==> src/verilog/calc_pkg.sv <==
package calc_pkg;

    localparam int num_width     = 4;               // operand magnitude
    localparam int mag_width     = 8;               // 15 * 15 fits
    localparam int bcd_digits    = 3;
    localparam int bcd_width     = 4 * bcd_digits;
    localparam int scan_div_bits = 10;              // refresh counter width

    typedef enum logic [1:0] {
        op_add  = 2'b00,
        op_sub  = 2'b01,
        op_mul  = 2'b10,
        op_pass = 2'b11
    } calc_op_e;

    typedef struct packed {
        calc_op_e             op;
        logic                 a_sign;               // 1 = negative
        logic [num_width-1:0] a;
        logic                 b_sign;
        logic [num_width-1:0] b;
    } calc_req_t;

    typedef struct packed {
        logic                       sign;
        logic [bcd_digits-1:0][3:0] bcd;            // [2] hundreds .. [0] ones
    } calc_res_t;

    typedef enum logic [1:0] {
        st_idle,
        st_start,
        st_convert,
        st_ack
    } ctrl_state_e;

endpackage

==> src/verilog/sign_mag_alu.sv <==
module sign_mag_alu (
    input  calc_pkg::calc_op_e             op,
    input  logic [calc_pkg::num_width-1:0] a,
    input  logic [calc_pkg::num_width-1:0] b,
    input  logic                           a_sign,
    input  logic                           b_sign,
    output logic                           res_sign,
    output logic [calc_pkg::mag_width-1:0] res_mag
);

    logic                           b_sign_eff;
    logic                           raw_sign;
    logic [calc_pkg::mag_width-1:0] a_ext;
    logic [calc_pkg::mag_width-1:0] b_ext;

    assign a_ext = calc_pkg::mag_width'(a);
    assign b_ext = calc_pkg::mag_width'(b);

    // subtract is add with b negated
    assign b_sign_eff = (op == calc_pkg::op_sub) ? ~b_sign : b_sign;

    always_comb
    begin
        raw_sign = 1'b0;
        res_mag  = '0;
        case (op)
            calc_pkg::op_add, calc_pkg::op_sub:
            begin
                if (a_sign == b_sign_eff)
                begin
                    res_mag  = a_ext + b_ext;
                    raw_sign = a_sign;
                end
                else if (a >= b)
                begin
                    res_mag  = a_ext - b_ext;       // equal magnitudes land here as zero
                    raw_sign = a_sign;
                end
                else
                begin
                    res_mag  = b_ext - a_ext;
                    raw_sign = b_sign_eff;
                end
            end
            calc_pkg::op_mul:
            begin
                res_mag  = a_ext * b_ext;
                raw_sign = a_sign ^ b_sign;
            end
            calc_pkg::op_pass:
            begin
                res_mag  = a_ext;
                raw_sign = a_sign;
            end
            default:
            begin
                res_mag  = '0;
                raw_sign = 1'b0;
            end
        endcase
    end

    // no negative zero
    assign res_sign = raw_sign & (res_mag != '0);

endmodule

==> src/verilog/bcd_converter.sv <==
module bcd_converter (
    input  logic                           clk,
    input  logic                           reset,
    input  logic                           start,
    input  logic [calc_pkg::mag_width-1:0] bin,
    output logic                           done,
    output logic [calc_pkg::bcd_width-1:0] bcd
);

    logic [calc_pkg::bcd_width+calc_pkg::mag_width-1:0] work;   // {bcd, remaining bits}
    logic [$clog2(calc_pkg::mag_width)-1:0]            bit_cnt;
    logic                                              busy;

    // one double-dabble step: add 3 to digits >= 5, then shift left
    function automatic logic [calc_pkg::bcd_width+calc_pkg::mag_width-1:0] dabble_step(
        input logic [calc_pkg::bcd_width+calc_pkg::mag_width-1:0] w
    );
        logic [calc_pkg::bcd_width+calc_pkg::mag_width-1:0] t;
        t = w;
        for (int i = 0; i < calc_pkg::bcd_digits; i++)
        begin
            if (t[calc_pkg::mag_width+4*i +: 4] >= 4'd5)
                t[calc_pkg::mag_width+4*i +: 4] = t[calc_pkg::mag_width+4*i +: 4] + 4'd3;
        end
        return t << 1;
    endfunction

    always_ff @(posedge clk)
    begin
        if (reset)
        begin
            busy    <= 1'b0;
            done    <= 1'b0;
            bit_cnt <= '0;
        end
        else
        begin
            done <= 1'b0;
            if (start)                                      // also restarts when busy
            begin
                busy    <= 1'b1;
                bit_cnt <= 1;                               // first step taken on load
            end
            else if (busy)
            begin
                bit_cnt <= bit_cnt + 1'b1;
                if (bit_cnt == calc_pkg::mag_width - 1)
                begin
                    busy <= 1'b0;
                    done <= 1'b1;                           // eighth step
                end
            end
        end
    end

    // datapath, no reset
    always_ff @(posedge clk)
    begin
        if (start)
            work <= dabble_step({{calc_pkg::bcd_width{1'b0}}, bin});
        else if (busy)
            work <= dabble_step(work);
    end

    assign bcd = work[calc_pkg::bcd_width+calc_pkg::mag_width-1:calc_pkg::mag_width];

endmodule

==> src/verilog/calc_control.sv <==
module calc_control (
    input  logic                           clk,
    input  logic                           reset,
    input  logic                           req,
    input  calc_pkg::calc_req_t            operands,
    output logic                           ack,
    output calc_pkg::calc_req_t            alu_in,
    input  logic                           alu_sign,
    output logic                           start,
    input  logic                           done,
    input  logic [calc_pkg::bcd_width-1:0] bcd,
    output calc_pkg::calc_res_t            result
);

    calc_pkg::ctrl_state_e state;

    always_ff @(posedge clk)
    begin
        if (reset)
        begin
            state  <= calc_pkg::st_idle;
            result <= '0;                           // positive zero
        end
        else
        begin
            case (state)
                calc_pkg::st_idle:
                begin
                    if (req)
                        state <= calc_pkg::st_start;
                end
                calc_pkg::st_start:
                begin
                    state <= calc_pkg::st_convert;
                end
                calc_pkg::st_convert:
                begin
                    if (done)
                    begin
                        result.sign <= alu_sign;
                        result.bcd  <= bcd;
                        state       <= calc_pkg::st_ack;
                    end
                end
                calc_pkg::st_ack:
                begin
                    if (!req)
                        state <= calc_pkg::st_idle;     // four-phase release
                end
                default:
                begin
                    state <= calc_pkg::st_idle;
                end
            endcase
        end
    end

    // operand capture, held through the conversion
    always_ff @(posedge clk)
    begin
        if (state == calc_pkg::st_idle && req)
            alu_in <= operands;
    end

    assign start = (state == calc_pkg::st_start);
    assign ack   = (state == calc_pkg::st_ack);

endmodule

==> src/verilog/display_scan.sv <==
module display_scan (
    input  logic                clk,
    input  logic                reset,
    input  calc_pkg::calc_res_t result,
    output logic [6:0]          seg_n,          // {g,f,e,d,c,b,a}
    output logic [3:0]          an_n            // [3] is the sign digit
);

    logic [calc_pkg::scan_div_bits-1:0] refresh_cnt;
    logic [1:0]                         digit_sel;
    logic                               scan_on;
    logic [3:0]                         digit_val;
    logic                               digit_blank;

    function automatic logic [6:0] seg_decode(input logic [3:0] d);
        case (d)
            4'd0:    return 7'b1000000;
            4'd1:    return 7'b1111001;
            4'd2:    return 7'b0100100;
            4'd3:    return 7'b0110000;
            4'd4:    return 7'b0011001;
            4'd5:    return 7'b0010010;
            4'd6:    return 7'b0000010;
            4'd7:    return 7'b1111000;
            4'd8:    return 7'b0000000;
            4'd9:    return 7'b0010000;
            default: return 7'b1111111;
        endcase
    endfunction

    always_ff @(posedge clk)
    begin
        if (reset)
        begin
            refresh_cnt <= '0;
            digit_sel   <= 2'd3;                // first step lands on the sign digit
            scan_on     <= 1'b0;
        end
        else
        begin
            refresh_cnt <= refresh_cnt + 1'b1;
            if (&refresh_cnt)
            begin
                digit_sel <= digit_sel + 2'd1;
                scan_on   <= 1'b1;
            end
        end
    end

    // leading zero blanking, ones always shown
    always_comb
    begin
        digit_val   = 4'd0;
        digit_blank = 1'b1;
        case (digit_sel)
            2'd1:
            begin
                digit_val   = result.bcd[2];
                digit_blank = (result.bcd[2] == 4'd0);
            end
            2'd2:
            begin
                digit_val   = result.bcd[1];
                digit_blank = (result.bcd[2] == 4'd0) && (result.bcd[1] == 4'd0);
            end
            2'd3:
            begin
                digit_val   = result.bcd[0];
                digit_blank = 1'b0;
            end
            default:
            begin
                digit_val   = 4'd0;
                digit_blank = 1'b1;
            end
        endcase
    end

    always_comb
    begin
        if (digit_sel == 2'd0)
            seg_n = result.sign ? 7'b0111111 : 7'b1111111;    // minus is segment g
        else if (digit_blank)
            seg_n = 7'b1111111;
        else
            seg_n = seg_decode(digit_val);
    end

    assign an_n = scan_on ? ~(4'b1000 >> digit_sel) : 4'b1111;

endmodule

==> src/verilog/calculator_top.sv <==
module calculator_top (
    input  logic                clk,
    input  logic                reset,
    input  logic                req,
    input  calc_pkg::calc_req_t operands,
    output logic                ack,
    output calc_pkg::calc_res_t result,
    output logic [6:0]          seg_n,
    output logic [3:0]          an_n
);

    calc_pkg::calc_req_t            alu_in;
    logic                           alu_sign;
    logic [calc_pkg::mag_width-1:0] alu_mag;
    logic                           start;
    logic                           done;
    logic [calc_pkg::bcd_width-1:0] bcd;

    calc_control u_control (
        .clk      (clk),
        .reset    (reset),
        .req      (req),
        .operands (operands),
        .ack      (ack),
        .alu_in   (alu_in),
        .alu_sign (alu_sign),
        .start    (start),
        .done     (done),
        .bcd      (bcd),
        .result   (result)
    );

    sign_mag_alu u_alu (
        .op       (alu_in.op),
        .a        (alu_in.a),
        .b        (alu_in.b),
        .a_sign   (alu_in.a_sign),
        .b_sign   (alu_in.b_sign),
        .res_sign (alu_sign),
        .res_mag  (alu_mag)
    );

    bcd_converter u_bcd (
        .clk   (clk),
        .reset (reset),
        .start (start),
        .bin   (alu_mag),
        .done  (done),
        .bcd   (bcd)
    );

    display_scan u_display (
        .clk    (clk),
        .reset  (reset),
        .result (result),
        .seg_n  (seg_n),
        .an_n   (an_n)
    );

endmodule

==> config.mk <==
export PLATFORM = sky130hd
export DESIGN_NAME = calculator_top
export DESIGN_NICKNAME = d
export VERILOG_FILES = /design/src/verilog/calc_pkg.sv /design/src/verilog/sign_mag_alu.sv /design/src/verilog/bcd_converter.sv /design/src/verilog/calc_control.sv /design/src/verilog/display_scan.sv /design/src/verilog/calculator_top.sv
export SDC_FILE = /design/constraint.sdc
export NUM_CORES = 1
export LEC_CHECK = 0
export BUFFER_PORTS_ARGS = -buffer_cell sky130_fd_sc_hd__buf_2
export CAP_MARGIN = 10
export CORE_UTILIZATION = 55
export CTS_CLUSTER_SIZE = 25
export DETAILED_ROUTE_END_ITERATION = 16
export PLACE_DENSITY = 0.75
export SLEW_MARGIN = 20
export SYNTH_ARGS = -nofsm -noshare
export SYNTH_HDL_FRONTEND = slang
export SYNTH_SLANG_ARGS = --single-unit
==> constraint.sdc <==
create_clock -name clk -period 5.4 [get_ports clk]
set_clock_uncertainty 0.15 [all_clocks]
set_input_delay 1.08 -clock clk [delete_from_list [all_inputs] [get_ports clk]]
set_output_delay 1.08 -clock clk [all_outputs]
set_load 0.02 [all_outputs]
==> metrics <==
switching power=slightly below 700 uW; Flop pwr share=between 30% and 40%; setup TNS=0 ns; Post-DP HPWL=6523 um; fin util=a little under two thirds; antenna viol nets, final=0; Die Ht=88.70 um; maximum clock path buffer count=2; ant diodes=0; row count=31; internal power=between 1000 and 1500 uW; initial DRC count=131; post_cts resized=0; count of final hold-check violations=0; Layout Area Growth over Synthesis=11.38%; worst path required time=4.17 ns; switching share of power=between 30% and 40%; Peak VDD IR=around 230 uV; top cell type's share of synthesized area=approximately a fifth; io pins=40; critical path, cell by cell=inv_1, ha_1, a222oi_1, or2_2, a21oi_1, nor2b_1, o21ai_0, buf_2; Yosys cell types=57; Port Buf Inserts=39; Synth Register Bits=64; Wirelength per Cell=approximately 14 um; unrepaired setup endpoints after global routing=no; commonest non-fill, non-tap cell in the layout=nor2_1; Post-Route WL=approximately 8600 um; Tmin final=approximately 3.9 ns; # setup viols final=0; Post-synth top flop=dfxtp_1; CP max FO=6; fin. max-slew vios=0; Post-CTS Setup Bufs=0; WP data arrival=around 2.7 ns; grt ovf=0; gr usage total=23.23%; outcome=finished clean; final routed DRC violation total=0; Starting Density=between 50% and 60%; worst-margin pin slew=~0.7 ns; # hold bufs at CTS=0; Syn Std Cell Area=~0.0041 sq mm; Post-synth EDFFs=20; slowest stage cell, crit path=a222oi_1; Leak=between 0.002 and 0.0025 uW; clock sinks=64; Buf/Inv on CP=2; CP Capture Type=primary output; critical setup path kind=reg2out; CTS tree=done; commonest non-fill, non-tap cells in the layout=nor2_1 (50), a21oi_1 (47), ha_1 (47); routed via count=3400; Mapped Nets=537; GP Congestion=just over 0.9; Tcrit/Tclk final=between 70 and 80%; cell taking the most area after synthesis=dfxtp_1; Via density=around 5.6; HP Class=reg2reg; CP max stage delay=about 0.66 ns; register area share after synthesis=between 30% and 40%; CP delay by family, top=compound AO/OA/AOI/OAI gates; power density of the placed cells=around 390 mW/mm^2; Root Buffer=clkbuf_8; clk_lat worst skew=approximately 0.35 ns; Clock Power Share=24.6%; ys async rst share=0%; share of cells above drive strength 1=around an eighth; fmax=roughly 250 MHz; Final nets=571; vias in the first global route=roughly 3000; gate count of the mapped netlist=468; Die ar.=about 0.0079 sq mm; clock slew seen by the registers of the worst setup and hold paths=around 0.070 ns; CTS buffer count=9; chip width=approximately 89 um; Final Power=~1800 uW; largest net degree at the start of global routing=34; max cap viols=0; initial antenna violation count=0; first-pass GRT wire length=13920 um; DRT Pass-1 Iters=7; core area=roughly 0.0073 sq mm; CTS H-Tree Depth=3; Avg Cell Area, Syn=just under 9 sq um; synth top area cells=dfxtp_1 (21%), edfxtp_1 (15%), ha_1 (14%), a21oi_1 (5.7%), nor2_1 (4.5%); Rel. slew slack=a little over half; Gate power share=a little under two fifths; Synth warnings=0; CP startpoint kind=flip-flop; # fillers=~640
[routing by layer]
layer  wire [um]  vias to the layer above  global-route usage, %
met5           0                        -                      0
met4         106                        0                  8.211
met3         319                       10                  3.918
met2        3939                       67                  36.71
met1        4207                     1618                  32.20
li1            -                     1705                      -
[cells in the mapped netlist, types with 4 or more instances]
cell type / number
nand3_1: 13
nand2_1: 45
and2_1: 6
nor2_1: 50
nor4_1: 4
clkbuf_1: 12
a21oi_1: 47
a222oi_1: 4
a21o_1: 7
o21ai_0: 23
ha_1: 47
dfxtp_1: 44
and3_1: 5
edfxtp_1: 20
xnor2_1: 7
fa_1: 7
a31oi_1: 4
mux2i_1: 12
nand2b_1: 7
xor2_1: 8
nor3_1: 5
nor2b_1: 8
inv_1: 36
[flip-flops by register name, summed over array words and instances (netlist names)]
name	count
u_display.refresh_cnt	10
u_bcd.done	1
u_display.scan_on	1
u_bcd.work	19
u_control.state	2
u_bcd.bit_cnt	3
u_display.digit_sel	2
u_control.alu_in	12
u_control.result	13
u_bcd.busy	1
[worst register-to-register path: stages (launching register included)]
cell and delay, ns:
edfxtp_1 0.51, nand2_1 0.13, fa_1 0.51, inv_1 0.05, fa_1 0.56, inv_1 0.07, fa_1 0.43, nor2b_1 0.16
o21a_1 0.13, nor2_1 0.04, xnor2_1 0.12, a31oi_1 0.22, a21oi_1 0.10
[power groups by stage]
stage / Clock (uW) / Sequential (uW) / Combinational [uW]
final: 445 / 690 / 672
after global routing: 477 / 703 / 759
after CTS: 455 / 689 / 670
after detailed placement: 0 / 700 / 665
after global placement: 0 / 694 / 646
after floorplan: 0 / 655 / 552
[path summary, 6_finish.rpt]
| check | end | start | slack, ns | depth (start not counted) |
|---|---|---|---|---|
| setup / recovery | seg_n[2] | u_display.digit_sel[1]$_SDFFE_PP1P_ | 1.46 | 8 |
| hold / removal | u_display.refresh_cnt[0]$_SDFF_PP0_ | u_display.refresh_cnt[0]$_SDFF_PP0_ | 0.31 | 1 |
| setup reg to reg | u_bcd.work[7]$_DFFE_PP_ | u_control.alu_in[6]$_DFFE_PP_ | 1.96 | 12 |
| hold reg to reg | u_display.refresh_cnt[0]$_SDFF_PP0_ | u_display.refresh_cnt[0]$_SDFF_PP0_ | 0.31 | 1 |
[cell families (layout without fill, tap and decap cells)]
group,after synthesis,in the layout,synth area share [%]
mux,15,15,3.723
fa+ha+maj,54,54,17.61
compound gates,109,109,16.31
flops,64,64,35.84
buf+inv,54,93,5.175
simple gates,156,156,17.59
xor+xnor,16,16,3.753
[layout make-up]
class                           instances  area (sq um)  area share, %
Clock inverter                          6         70.07          1.522
Timing Repair Buffer                   40         202.7          4.402
Multi-Input combinational cell        350          2439          52.96
Sequential cell                        64          1481          32.17
Inverter                               37         138.9          3.016
Clock buffer                           10         148.9          3.234
Tap cell                               99         123.9          2.690
[metrics by stage]
| step | setup slack [ns] | hold WS (ns) | instances | cell area, sq um |
|---|---|---|---|---|
| 4_1_cts | 1.490 | 0.3153 | 606 | 4604 |
| 5_1_grt | 1.312 | 0.3288 | 606 | 4604 |
| 3_3_place_gp | 2.031 | 0.2816 | 590 | 4385 |
| 3_5_place_dp | 1.873 | 0.2977 | 590 | 4385 |
| 2_1_floorplan | 2.106 | 0.2675 | 468 | 4134 |
| 6_report | 1.459 | 0.3087 | 606 | 4604 |
Power figures use the tool's default switching activity.
